===== config.mk =====
export PLATFORM = sky130hd
export DESIGN_NAME = captureTop
export DESIGN_NICKNAME = d
export VERILOG_FILES = /design/src/capturePkg.sv /design/src/captureTop.sv /design/src/drainEngine.sv /design/src/fifoController.sv /design/src/fifoMem.sv /design/src/ramArbiter.sv /design/src/sharedRam.sv
export SDC_FILE = /design/constraint.sdc
export NUM_CORES = 1
export LEC_CHECK = 0
export BUFFER_PORTS_ARGS = -buffer_cell sky130_fd_sc_hd__buf_2
export CAP_MARGIN = 15
export CORE_MARGIN = 5
export CORE_UTILIZATION = 39
export DETAILED_ROUTE_END_ITERATION = 10
export HOLD_SLACK_MARGIN = 0.12
export SLEW_MARGIN = 20
export SYNTH_ARGS = -nofsm -noshare
export SYNTH_HDL_FRONTEND = slang
export SYNTH_SLANG_ARGS = --single-unit

===== constraint.sdc =====
create_clock -name iCLK -period 5.4 [get_ports iCLK]
set_clock_uncertainty 0.05 [all_clocks]
set_input_delay 1.08 -clock iCLK [delete_from_list [all_inputs] [get_ports iCLK]]
set_output_delay 1.08 -clock iCLK [all_outputs]
set_load 0.005 [all_outputs]

===== src/capturePkg.sv =====
package capturePkg;

	// ----------------------------------------
	// widths and depths
	// ----------------------------------------
	localparam int SAMPLE_W    = 16;
	localparam int FIFO_DEPTH  = 16;
	localparam int FIFO_AW     = 4;
	// free slots left when full rises
	localparam int ALMOST_FULL = 2;
	localparam int RAM_DEPTH   = 64;
	localparam int RAM_AW      = 6;
	// offset inside one channel half
	localparam int REGION_AW   = 5;
	// two drain engines plus host
	localparam int NUM_PEERS   = 3;

	typedef logic [SAMPLE_W-1:0]  sample_t;
	typedef logic [FIFO_AW-1:0]   fifoAddr_t;
	typedef logic [RAM_AW-1:0]    ramAddr_t;
	typedef logic [REGION_AW-1:0] regionOff_t;

	// ----------------------------------------
	// peer request and response
	// ----------------------------------------
	typedef struct packed {
		ramAddr_t addr;
		sample_t  wdata;
		logic     write;
	} ramReq_t;

	typedef struct packed {
		logic    ack;
		sample_t rdata;
	} ramRsp_t;

	// drain engine FSM
	typedef enum logic [2:0] {IDLE, POP, WAIT_DATA, REQ, RELEASE} drainState_t;

	// arbiter FSM
	typedef enum logic [1:0] {FREE, ACCESS, HOLD, DROP} arbState_t;

endpackage


===== src/captureTop.sv =====
module captureTop
	import capturePkg::*;
(
	input  logic     iCLK,
	input  logic     iRST,
	input  logic     iWrEn0,
	input  sample_t  iWrData0,
	output logic     oFull0,
	output logic     oIdle0,
	input  logic     iWrEn1,
	input  sample_t  iWrData1,
	output logic     oFull1,
	output logic     oIdle1,
	input  logic     hostReq,
	input  ramAddr_t hostAddr,
	output logic     hostAck,
	output sample_t  hostRData
);

	// per-channel fifo to engine wires
	logic [1:0]           rdEn;
	logic [1:0]           rdValid;
	logic [1:0]           fifoEmpty;
	logic [1:0]           engIdle;
	sample_t              rdData [2];
	// arbiter peers, 0 and 1 engines, 2 host
	logic [NUM_PEERS-1:0] peerValid;
	ramReq_t              peerReq [NUM_PEERS];
	ramRsp_t              peerRsp [NUM_PEERS];
	// RAM port
	logic                 ramEn;
	logic                 ramWe;
	ramAddr_t             ramAddr;
	sample_t              ramWData;
	sample_t              ramRData;

	// ----------------------------------------
	// channel 0
	// ----------------------------------------
	fifoController uFifo0 (
		.iCLK (iCLK), .iRST (iRST),
		.iWrEn (iWrEn0), .iWrData (iWrData0), .oFull (oFull0),
		.iRdEn (rdEn[0]), .oRdData (rdData[0]),
		.oRdValid (rdValid[0]), .oEmpty (fifoEmpty[0])
	);

	drainEngine uDrain0 (
		.iCLK (iCLK), .iRST (iRST),
		.iEmpty (fifoEmpty[0]), .oRdEn (rdEn[0]),
		.iRdData (rdData[0]), .iRdValid (rdValid[0]), .iChannel (1'b0),
		.oReq (peerReq[0]), .oReqValid (peerValid[0]),
		.iRsp (peerRsp[0]), .oIdle (engIdle[0])
	);

	// ----------------------------------------
	// channel 1
	// ----------------------------------------
	fifoController uFifo1 (
		.iCLK (iCLK), .iRST (iRST),
		.iWrEn (iWrEn1), .iWrData (iWrData1), .oFull (oFull1),
		.iRdEn (rdEn[1]), .oRdData (rdData[1]),
		.oRdValid (rdValid[1]), .oEmpty (fifoEmpty[1])
	);

	drainEngine uDrain1 (
		.iCLK (iCLK), .iRST (iRST),
		.iEmpty (fifoEmpty[1]), .oRdEn (rdEn[1]),
		.iRdData (rdData[1]), .iRdValid (rdValid[1]), .iChannel (1'b1),
		.oReq (peerReq[1]), .oReqValid (peerValid[1]),
		.iRsp (peerRsp[1]), .oIdle (engIdle[1])
	);

	// idle means nothing buffered and nothing in flight
	assign oIdle0 = fifoEmpty[0] & engIdle[0];
	assign oIdle1 = fifoEmpty[1] & engIdle[1];

	// host port, read only
	assign peerValid[2]     = hostReq;
	assign peerReq[2].addr  = hostAddr;
	assign peerReq[2].wdata = '0;
	assign peerReq[2].write = 1'b0;
	assign hostAck          = peerRsp[2].ack;
	assign hostRData        = peerRsp[2].rdata;

	// ----------------------------------------
	// shared RAM and its arbiter
	// ----------------------------------------
	ramArbiter uArb (
		.iCLK (iCLK), .iRST (iRST),
		.iReqValid (peerValid), .iReq (peerReq), .oRsp (peerRsp),
		.oRamEn (ramEn), .oRamWe (ramWe), .oRamAddr (ramAddr),
		.oRamWData (ramWData), .iRamRData (ramRData)
	);

	sharedRam uRam (
		.iCLK (iCLK), .iEn (ramEn), .iWe (ramWe),
		.iAddr (ramAddr), .iWData (ramWData), .oRData (ramRData)
	);

endmodule


===== src/drainEngine.sv =====
module drainEngine
	import capturePkg::*;
(
	input  logic    iCLK,
	input  logic    iRST,
	input  logic    iEmpty,
	output logic    oRdEn,
	input  sample_t iRdData,
	input  logic    iRdValid,
	input  logic    iChannel,
	output ramReq_t oReq,
	output logic    oReqValid,
	input  ramRsp_t iRsp,
	output logic    oIdle
);

	drainState_t state;
	// wrapping write offset inside this channel's half
	regionOff_t  offset;
	// popped sample waiting for the RAM
	sample_t     sample;

	// ----------------------------------------
	// FSM
	// ----------------------------------------
	always_ff @(posedge iCLK)
	begin
		if (iRST)
		begin
			state  <= IDLE;
			offset <= '0;
		end
		else
		begin
			case (state)
				IDLE:
				begin
					if (!iEmpty)
						state <= POP;
				end
				// one-cycle pop pulse
				POP:
				begin
					state <= WAIT_DATA;
				end
				// fifo answers two cycles after the pop
				WAIT_DATA:
				begin
					if (iRdValid)
						state <= REQ;
				end
				// hold req until the arbiter acks
				REQ:
				begin
					if (iRsp.ack)
						state <= RELEASE;
				end
				// req low, wait for ack to fall
				RELEASE:
				begin
					if (!iRsp.ack)
					begin
						state  <= IDLE;
						offset <= offset + regionOff_t'(1);
					end
				end
				default:
				begin
					state <= IDLE;
				end
			endcase
		end
	end

	// sample latch
	always_ff @(posedge iCLK)
	begin
		if (state == WAIT_DATA && iRdValid)
			sample <= iRdData;
	end

	// ----------------------------------------
	// outputs
	// ----------------------------------------
	assign oRdEn     = (state == POP);
	assign oReqValid = (state == REQ);
	assign oIdle     = (state == IDLE);

	// channel bit picks the half
	assign oReq.addr  = {iChannel, offset};
	assign oReq.wdata = sample;
	assign oReq.write = 1'b1;

	// four-phase rule, payload frozen until the ack
	assert property (@(posedge iCLK) disable iff (iRST)
		(oReqValid && !iRsp.ack) |=> $stable(oReq))
		else $error("ram request changed before ack");

	// fifo data only while expected
	assert property (@(posedge iCLK) disable iff (iRST)
		iRdValid |-> (state == WAIT_DATA))
		else $error("fifo read-valid outside WAIT_DATA");

endmodule


===== src/fifoController.sv =====
module fifoController
	import capturePkg::*;
(
	input  logic    iCLK,
	input  logic    iRST,
	input  logic    iWrEn,
	input  sample_t iWrData,
	output logic    oFull,
	input  logic    iRdEn,
	output sample_t oRdData,
	output logic    oRdValid,
	output logic    oEmpty
);

	fifoAddr_t wrPtr;
	fifoAddr_t rdPtr;
	fifoAddr_t rdPtrOld;
	fifoAddr_t wrPtrNext;
	fifoAddr_t rdPtrNext;
	logic      wrAccept;
	logic      rdAccept;
	logic      nearFull;

	// ----------------------------------------
	// accept logic
	// ----------------------------------------
	// spare slots still take writes
	// only a truly full buffer drops one
	assign wrAccept = iWrEn & ((wrPtr + fifoAddr_t'(1)) != rdPtr);
	// pop ignored while empty
	assign rdAccept = iRdEn & ~oEmpty;

	assign wrPtrNext = wrAccept ? wrPtr + fifoAddr_t'(1) : wrPtr;
	assign rdPtrNext = rdAccept ? rdPtr + fifoAddr_t'(1) : rdPtr;

	// write pointer ahead by 1 .. ALMOST_FULL+1 hits read pointer
	always_comb
	begin
		nearFull = 1'b0;
		for (int n = 1; n <= ALMOST_FULL + 1; n++)
		begin
			nearFull = nearFull | ((wrPtrNext + fifoAddr_t'(n)) == rdPtrNext);
		end
	end

	// ----------------------------------------
	// pointers
	// ----------------------------------------
	always_ff @(posedge iCLK)
	begin
		if (iRST)
		begin
			wrPtr    <= '0;
			rdPtr    <= '0;
			rdPtrOld <= '0;
		end
		else
		begin
			wrPtr    <= wrPtrNext;
			rdPtr    <= rdPtrNext;
			// delayed copy, drives the memory read address
			rdPtrOld <= rdPtr;
		end
	end

	// ----------------------------------------
	// status flags
	// ----------------------------------------
	always_ff @(posedge iCLK)
	begin
		if (iRST)
		begin
			oFull    <= 1'b0;
			oEmpty   <= 1'b1;
			oRdValid <= 1'b0;
		end
		else
		begin
			oFull    <= nearFull;
			oEmpty   <= (wrPtrNext == rdPtrNext);
			// pointer moved last cycle, so data lands now
			oRdValid <= (rdPtr != rdPtrOld);
		end
	end

	// word at rdPtrOld comes out with oRdValid
	// two cycles after the accepted pop
	fifoMem uMem (
		.iCLK    (iCLK),
		.iWrEn   (wrAccept),
		.iWrAddr (wrPtr),
		.iWrData (iWrData),
		.iRdAddr (rdPtrOld),
		.oRdData (oRdData)
	);

	// reader must never pop an empty buffer
	assert property (@(posedge iCLK) disable iff (iRST)
		iRdEn |-> !oEmpty)
		else $error("fifo pop requested while empty");

endmodule


===== src/fifoMem.sv =====
module fifoMem
	import capturePkg::*;
(
	input  logic      iCLK,
	input  logic      iWrEn,
	input  fifoAddr_t iWrAddr,
	input  sample_t   iWrData,
	input  fifoAddr_t iRdAddr,
	output sample_t   oRdData
);

	// sample storage, one word per FIFO slot
	sample_t mem [FIFO_DEPTH];

	// ----------------------------------------
	// write port
	// ----------------------------------------
	always_ff @(posedge iCLK)
	begin
		if (iWrEn)
		begin
			mem[iWrAddr] <= iWrData;
		end
	end

	// ----------------------------------------
	// read port
	// ----------------------------------------
	// registered read, one cycle from address
	always_ff @(posedge iCLK)
	begin
		oRdData <= mem[iRdAddr];
	end

endmodule


===== src/ramArbiter.sv =====
module ramArbiter
	import capturePkg::*;
(
	input  logic                 iCLK,
	input  logic                 iRST,
	input  logic [NUM_PEERS-1:0] iReqValid,
	input  ramReq_t              iReq [NUM_PEERS],
	output ramRsp_t              oRsp [NUM_PEERS],
	output logic                 oRamEn,
	output logic                 oRamWe,
	output ramAddr_t             oRamAddr,
	output sample_t              oRamWData,
	input  sample_t              iRamRData
);

	typedef logic [$clog2(NUM_PEERS)-1:0] peerIdx_t;

	arbState_t            state;
	// current grant, also the round-robin start point
	peerIdx_t             grant;
	peerIdx_t             pick;
	logic                 pickValid;
	logic [NUM_PEERS-1:0] ackVec;
	// last read word per peer
	sample_t              rdataHold [NUM_PEERS];

	// ----------------------------------------
	// round-robin pick
	// ----------------------------------------
	// first requester after the last grant
	always_comb
	begin
		int idx;
		pickValid = 1'b0;
		pick      = grant;
		for (int k = 1; k <= NUM_PEERS; k++)
		begin
			idx = (int'(grant) + k) % NUM_PEERS;
			if (!pickValid && iReqValid[idx])
			begin
				pickValid = 1'b1;
				pick      = peerIdx_t'(idx);
			end
		end
	end

	// ----------------------------------------
	// FSM
	// ----------------------------------------
	always_ff @(posedge iCLK)
	begin
		if (iRST)
		begin
			state <= FREE;
			// peer 0 wins the first round
			grant <= peerIdx_t'(NUM_PEERS - 1);
		end
		else
		begin
			case (state)
				FREE:
				begin
					if (pickValid)
					begin
						grant <= pick;
						state <= ACCESS;
					end
				end
				// single RAM cycle
				ACCESS:
				begin
					state <= HOLD;
				end
				// ack high until the peer lets go
				HOLD:
				begin
					if (!iReqValid[grant])
						state <= DROP;
				end
				default:
				begin
					state <= FREE;
				end
			endcase
		end
	end

	// read data capture
	always_ff @(posedge iCLK)
	begin
		if (state == HOLD)
			rdataHold[grant] <= iRamRData;
	end

	// ----------------------------------------
	// RAM side and responses
	// ----------------------------------------
	assign oRamEn    = (state == ACCESS);
	assign oRamWe    = (state == ACCESS) && iReq[grant].write;
	assign oRamAddr  = iReq[grant].addr;
	assign oRamWData = iReq[grant].wdata;

	always_comb
	begin
		for (int p = 0; p < NUM_PEERS; p++)
		begin
			ackVec[p]     = (state == HOLD) && (grant == peerIdx_t'(p));
			oRsp[p].ack   = ackVec[p];
			// RAM output still holds the word in HOLD
			oRsp[p].rdata = ackVec[p] ? iRamRData : rdataHold[p];
		end
	end

	// granted peer keeps its request up through the RAM cycle
	assert property (@(posedge iCLK) disable iff (iRST)
		(state == ACCESS) |-> iReqValid[grant])
		else $error("granted peer dropped req before ack");

	// ack never outlives the owner's req by more than a cycle
	for (genvar g = 0; g < NUM_PEERS; g++)
	begin : gAckCheck
		assert property (@(posedge iCLK) disable iff (iRST)
			ackVec[g] |-> $past(iReqValid[g]))
			else $error("ack without a live request");
	end

endmodule


===== src/sharedRam.sv =====
module sharedRam
	import capturePkg::*;
(
	input  logic     iCLK,
	input  logic     iEn,
	input  logic     iWe,
	input  ramAddr_t iAddr,
	input  sample_t  iWData,
	output sample_t  oRData
);

	// lower half channel 0, upper half channel 1
	sample_t mem [RAM_DEPTH];

	// ----------------------------------------
	// single port, read-first
	// ----------------------------------------
	always_ff @(posedge iCLK)
	begin
		if (iEn)
		begin
			if (iWe)
				mem[iAddr] <= iWData;
			// data valid the cycle after iEn
			oRData <= mem[iAddr];
		end
	end

endmodule


Word level (Yosys, flattened, before mapping)
Memories as Yosys holds them, arrays and structs flattened. A register that Yosys moved wholly into a read port is not among the register bits.
Cells that the tools add are included.

storage, ports and cells
  memories kept = 4
  bits in registers = 82
  bits in writable memories = 1584
  logic and storage cells = 164
  input port bits = 43

memory list
  memory           words  bits a word  read ports  clocked after memory_dff  write ports  line              RTL
  uRam.mem         64     16           1           1                         1            sharedRam.sv:13   sample_t mem [RAM_DEPTH];
  uFifo0.uMem.mem  16     16           1           1                         1            fifoMem.sv:13     sample_t mem [FIFO_DEPTH];
  uFifo1.uMem.mem  16     16           1           1                         1            fifoMem.sv:13
  uArb.rdataHold   3      16           1           0                         1            ramArbiter.sv:25  sample_t rdataHold [NUM_PEERS];

cells by class
  $add $sub $neg = 15
  mux-type cells = 47
  magnitude comparators = 5
  equality and inequality tests = 34
  div/mod/pow operators = 3
  bitwise logic cells = 15
  reductions and logical operators = 21

operators by type and width
  cell                                                                      number
  32-bit by 4-bit < comparator with 1-bit output, second input constant     3
  32-bit by 3-bit remainder unit with 32-bit output, second input constant  3
  23-bit binary-select mux with 2-bit select                                1
  23-bit 2-to-1 mux                                                         2
  4-bit equality test                                                       8
  3-bit case mux with 5 select lines                                        2
  4-bit by 1-bit adder with 4-bit output, second input constant             6
  3-bit 2-to-1 mux                                                          8
  1-bit 2-to-1 mux                                                          19
  2-bit != test, second input constant                                      9
  4-bit by 2-bit adder with 4-bit output, second input constant             4
  16-bit 2-to-1 mux                                                         1
  4-bit 2-to-1 mux                                                          4
  4-bit != test                                                             4
  3-bit by 2-bit equality test with 1-bit output, second input constant     4
  5-bit by 1-bit adder with 5-bit output, second input constant             2
  2-bit 2-to-1 mux                                                          5
  1-bit binary-select mux with 2-bit select                                 4
  1-bit logical AND                                                         8
  4-bit AND reduction                                                       2
  2-bit by 2-bit adder with 3-bit output, second input constant             2
  1-bit bitwise AND                                                         6
  3-bit by 1-bit equality test with 1-bit output, second input constant     2
  3-bit equality test, second input constant                                2
  other kinds (16)                                                          29

Depth between registers and ports, before layout
  depth after elaboration = 14
  gate-level depth with buffers = 15
  depth with buffers taken out = 13

Modules after synthesis
From an unflattened synthesis, not the netlist that was laid out.

second synthesis, totals
  cells, all modules = 3732
  area, all modules = 66989.2 µm²

modules (own cells, without submodules)
  module          area an instance (µm²)  instances  sequential area each (µm²)  cells each
  sharedRam       40064.7                 1          31230.0                     2289
  fifoMem         10043.4                 2          8007.7                      432
  ramArbiter      3016.6                  1          1521.5                      243
  fifoController  978.4                   2          300.3                       104
  drainEngine     922.1                   2          640.6                       62
  captureTop      20.0                    1          0.0                         4

Worst setup path after synthesis
No wires, ideal clock.

  kind = register to register
  from = reg uFifo1.wrPtr[0]
  to = mem uFifo1.uMem.mem[3][0] (netlist bit), enable pin
  buffers on the path = 1
  slack = 1722 ps
  setup time = 436 ps
  period minus slack after synthesis = 3678 ps
  arrival = 3192 ps
  stages on the path, launching flop included = 8
  data required time = 4914 ps
  cells stage by stage = dfxtp_1 buf_2 inv_1 ha_1 xnor2_1 nand3_1 o21ai_1 nor4b_1

on the way
  word-level cells in the longest chain between the ends = 5

ends and longest elaborated chain
  what                                    line                  RTL
  from (decl)                             fifoController.sv:15  fifoAddr_t wrPtr;
  from (signal assigned)                  fifoController.sv:59  wrPtr <= wrPtrNext;
  4-bit by 1-bit adder with 4-bit output  fifoController.sv:29  assign wrAccept = iWrEn & ((wrPtr + fifoAddr_t'(1)) != rdPtr);
  4-bit != test                           fifoController.sv:29
  1-bit bitwise AND                       fifoController.sv:29
  1-bit 2-to-1 mux                        fifoMem.sv:20         if (iWrEn)
  1-bit 2-to-1 mux (not written as such)  fifoMem.sv:22         mem[iWrAddr] <= iWrData;
  to (decl)                               fifoMem.sv:13

Parallel ways exist; a longest one is shown, timed or not.

Worst setup path in the final report
  from = reg uArb.grant[0]
  to = mem uRam.mem[15][6] (netlist bit), enable pin

on the way
  word-level cells in the longest chain between the ends = 8

ends and longest elaborated chain
  what                                                      line                                 RTL
  from (decl)                                               ramArbiter.sv:20                     peerIdx_t grant;
  from (signal assigned)                                    ramArbiter.sv:56                     grant <= peerIdx_t'(NUM_PEERS - 1);
  from (signal assigned)                                    ramArbiter.sv:65                     grant <= pick;
  2-bit NOT with 3-bit output (not written as such) (*)     ramArbiter.sv:99, ramArbiter.sv:100
  23-bit binary-select mux with 2-bit select (*)            ramArbiter.sv:99, ramArbiter.sv:100
  23-bit 2-to-1 mux (not written as such) (*) (2 in a row)  ramArbiter.sv:99                     assign oRamWe = (state == ACCESS) && iReq[grant].write;
  1-bit logical AND                                         ramArbiter.sv:99
  1-bit 2-to-1 mux                                          sharedRam.sv:22                      if (iWe)
  1-bit 2-to-1 mux                                          sharedRam.sv:20                      if (iEn)
  1-bit 2-to-1 mux (not written as such)                    sharedRam.sv:23                      mem[iAddr] <= iWData;
  to (decl)                                                 sharedRam.sv:13

Every way passes the cells marked *; elsewhere a longest branch is shown, timed or not. The select of a mux whose other input is x is not followed.

==> results.md <==
Power
• **sw power** 11.03 mW
• **proportion of power drawn by combinational gates** 0.237
• **clock power share** 0.324
• **power density over the cells** 469.5 nW/um^2
• **internal power contribution** 24.26 mW
• **largest voltage drop on the vdd net** 0.3609 mV
• **sequential share of power** 0.439
• **standby leakage power** 24.65 nW
• **sw frac** 0.3125

Route
• **detailed-route DRC error count** 0
• **number of DRC markers in iteration 0** 4,718
• **total detailed-routing wirelength** 181.7 mm
• **drt via density** 5.766
• **average routed wire per standard cell** 28.03 microns
• **antenna-violating nets left** 0
• **DR vias** 37,380
• **first drt pass iteration count** 9

Yosys
• **post-synthesis share of cell area spent on xor and xnor gates** 0.008533
• **synthesized-area fraction occupied by and/or/nand/nor cells** 0.06261
• **Avg Cell Area, Syn** 16.81 sq um
• **cell type contributing the most total cell area after synthesis** edfxtp_1
• **number of synthesized flops with an enable pin** 1,600
• **main combinational cell family by area after synthesis** multiplexers
• **proportion of synthesized area in mux cells** 0.07831
• **synthesized cell area** 65,540 sq um
• **top cell type's share of synthesized area** 0.7330
• **flip-flop and latch count after synthesis** 1,682
• **total number of yosys warnings** 0
• **Net Count, Synth** 3,967
• **fraction of the mapped netlist area in adder cells** 0.004963
• **ys async rst share** 0
• **flip-flop cell with the highest count after synthesis** edfxtp_1
• **Synth Area in Compound Gates** 0.06970
• **Area contributors post-synth** edfxtp_1 73%, mux4_2 5.5%, nand2_1 3.1%, dfxtp_1 2.5%, a21oi_1 1.2%
• **number of cells produced by synthesis** 3,898
• **Distinct cells, synth** 78
• **register area share after synthesis** 0.7581

Global routing
• **total global-route track usage** 0.2032
• **via count of the first global-routing pass** 35,940
• **maximum number of pins on one net before global-route repair** 91
• **sum of overflow across all layers after global routing** 0
• **wire length of the first global-routing pass** 260.7 mm
• **initial antenna violation count** 18

Critical path
• **endpoint of the lowest-slack register-to-register path** uRam.mem[15][6]
• **number of cells on the worst reg-to-reg path** 7
• **worst-case register-to-register setup slack** 1.01 ns
• **capturing element type of the critical path** flop
• **Startpoint Class** flop
• **Reg-to-Reg Start** uArb.grant[0]
• **required time at the worst-slack endpoint** 5.82 ns
• **worst endpoint data arrival time** 4.81 ns
• **crit path kind** flop to flop
• **Crit Path Max Fanout** 29

Finish
• **most common cell after layout, fill and taps aside** edfxtp_1
• **Area growth, synth to finish** 14.66%
• **number of nets in the final layout** 4,200
• **finished layout cell area** 75,150 sq um
• **layout cell share with drive strength beyond 1** 0.2028
• **most frequent cells in the layout** 1,600 x edfxtp_1, 542 x nand2_1, 225 x buf_4
• **number of filler cells placed in the layout** 14,330

Die
• **die height** 420.0 microns
• **number of placement rows** 150
• **full die area** 176,400 sq um
• **number of top-level pins** 64
• **chip width** 420.0 microns
• **starting density of the core** 0.3919
• **area of the core** 167,200 sq um

STA
• **Period minus WS final** 4.386 ns
• **Highest Clock Rate** 0.2280 GHz
• **unrepaired setup endpoints after global routing** no
• **Slew HR** 0.2334
• **number of max-slew violations in the final report** 0
• **final total negative setup slack** 0 ns
• **actual transition at the worst max-transition pin** 1.150 ns
• **Finish-stage setup viols** 0
• **Tcrit/Tclk final** 0.8123
• **final-report hold violation count** 0

Clock tree
• **Clock Pin Slew Worst Setup and Hold Paths** 0.06 ns
• **Inserted Clock Buffers** 167
• **CTS tree** built
• **H-tree depth reported by CTS** 4
• **latest clock arrival within the worst-skew pair** 0.82 ns
• **hold buffer count at cts** 0
• **Max Root-Sink Buffers** 3
• **setup repair bufs after CTS** 0
• **CTS Root Cell** clkbuf_16
• **# resized after CTS** 0
• **sinks on the clock net** 1,682

Placement
• **sum of net half-perimeters after detailed placement** 109.6 mm
• **final RePlAce weighted congestion** 0.8905
• **placement-stage cell area** 69,780 sq um
• **quantity of I/O buffers inserted on ports** 63

Worst hold path
• **Min-Delay Startpoint** uFifo0.uMem.oRdData[2]
• **hold path endpoint** uDrain0.sample[2]
• **cell depth of the worst min-delay path** 0
• **worst hold path type** flop to flop

Job
• **number of maximum-capacitance constraint violations** 0

Run status
• **status** finished clean

[sequential cells by signal, indices dropped and copies added, names as in the netlist, 5 cells and up]
register             cells
uFifo1.uMem.oRdData     16
uDrain0.offset           5
uRam.oRData             16
uDrain1.offset           5
uArb.rdataHold          16
uFifo0.uMem.mem        256
uFifo0.uMem.oRdData     16
uDrain1.sample          16
uRam.mem              1024
uDrain0.sample          16
uFifo1.uMem.mem        256
[per-layer routing]
metal,part of all wire,vias up,wire [microns],GRT usage
met5,0.00030,-,55,0
met4,0.035,8,6407,0.07372
met3,0.090,363,16290,0.04080
met2,0.47,1846,86190,0.3241
met1,0.40,19250,72760,0.2782
li1,-,15910,-,-
[critical path, stage by stage (launching register included)]
cell and delay [ns]:
dfxtp_2 0.40, nor2b_4 0.47, a2bb2oi_4 0.30, buf_4 0.35
nor3_2 0.93, nand2_1 0.79, nor2_1 0.39, buf_4 0.32
[metrics by stage]
stage	hold WS (ns)	total power, mW	cells	utilization	worst slack (ns)
finish	0.3533	35.28	6482	0.4494	1.014
global route	0.3510	36.45	6477	0.4493	0.9051
CTS	0.3553	35.36	6474	0.4493	0.9472
detailed placement	0.3396	24.01	6166	0.4173	0.7440
global placement	0.3386	23.94	6164	0.4170	0.7680
floorplan	0.3355	20.32	3898	-	1.722
[synthesized netlist by cell type (50+ instances only)]
cell	count
dfxtp_1	82
a221oi_1	53
mux4_2	160
nand2_1	542
o21ai_0	51
a211oi_1	50
buf_2	83
edfxtp_1	1600
clkbuf_1	97
nor2_1	155
a22oi_1	73
a21oi_1	162
mux2_2	72
nand3_1	120
[worst max path at each step]
stage | slack, ns | cells past startpoint | start | to
finish | 1.01 | 7 | uArb.grant[0] | uRam.mem[15][6]
detailed placement | 0.74 | 9 | hostAddr[0] | uRam.oRData[8]
floorplan | 1.72 | 7 | uFifo1.wrPtr[0] | uFifo1.uMem.mem[3][0]
global route | 0.91 | 9 | uArb.grant[1] | uRam.oRData[1]
CTS | 0.95 | 7 | uArb.grant[0] | hostRData[14]
global placement | 0.77 | 9 | hostAddr[0] | uRam.oRData[1]
[cells by family (layout without fill, tap and decap cells)]
group	Yosys count	count (layout)
other	0	8
muxes	297	297
and+or+nand+nor	948	948
DFF	1682	1682
AOI/OAI and AO/OA	634	634
buffers and inverters	255	627
xor gates and xnor gates	56	56
adders and majority gates	26	26
[power by group through the flow]
stage	clock network [mW]	registers, mW	logic [mW]
floorplan	0	15.6	4.73
global placement	0	15.8	8.17
detailed placement	0	15.8	8.23
CTS	11.6	15.5	8.26
global route	12.2	15.5	8.73
finish	11.4	15.5	8.36
[area by class of cell]
class                           instances  area, sq um  share of cell area
Tap cell                             2204         2758             0.03670
Inverter                               19        71.32           0.0009490
Sequential cell                      1682        49700              0.6614
Clock buffer                          208         4448             0.05919
Timing Repair Buffer                  300         2252             0.02997
Multi-Input combinational cell       1961        15000              0.1997
Clock inverter                        100        895.9             0.01192
Antenna cell                            8        20.02           0.0002664
Power figures use the tool's default switching activity.
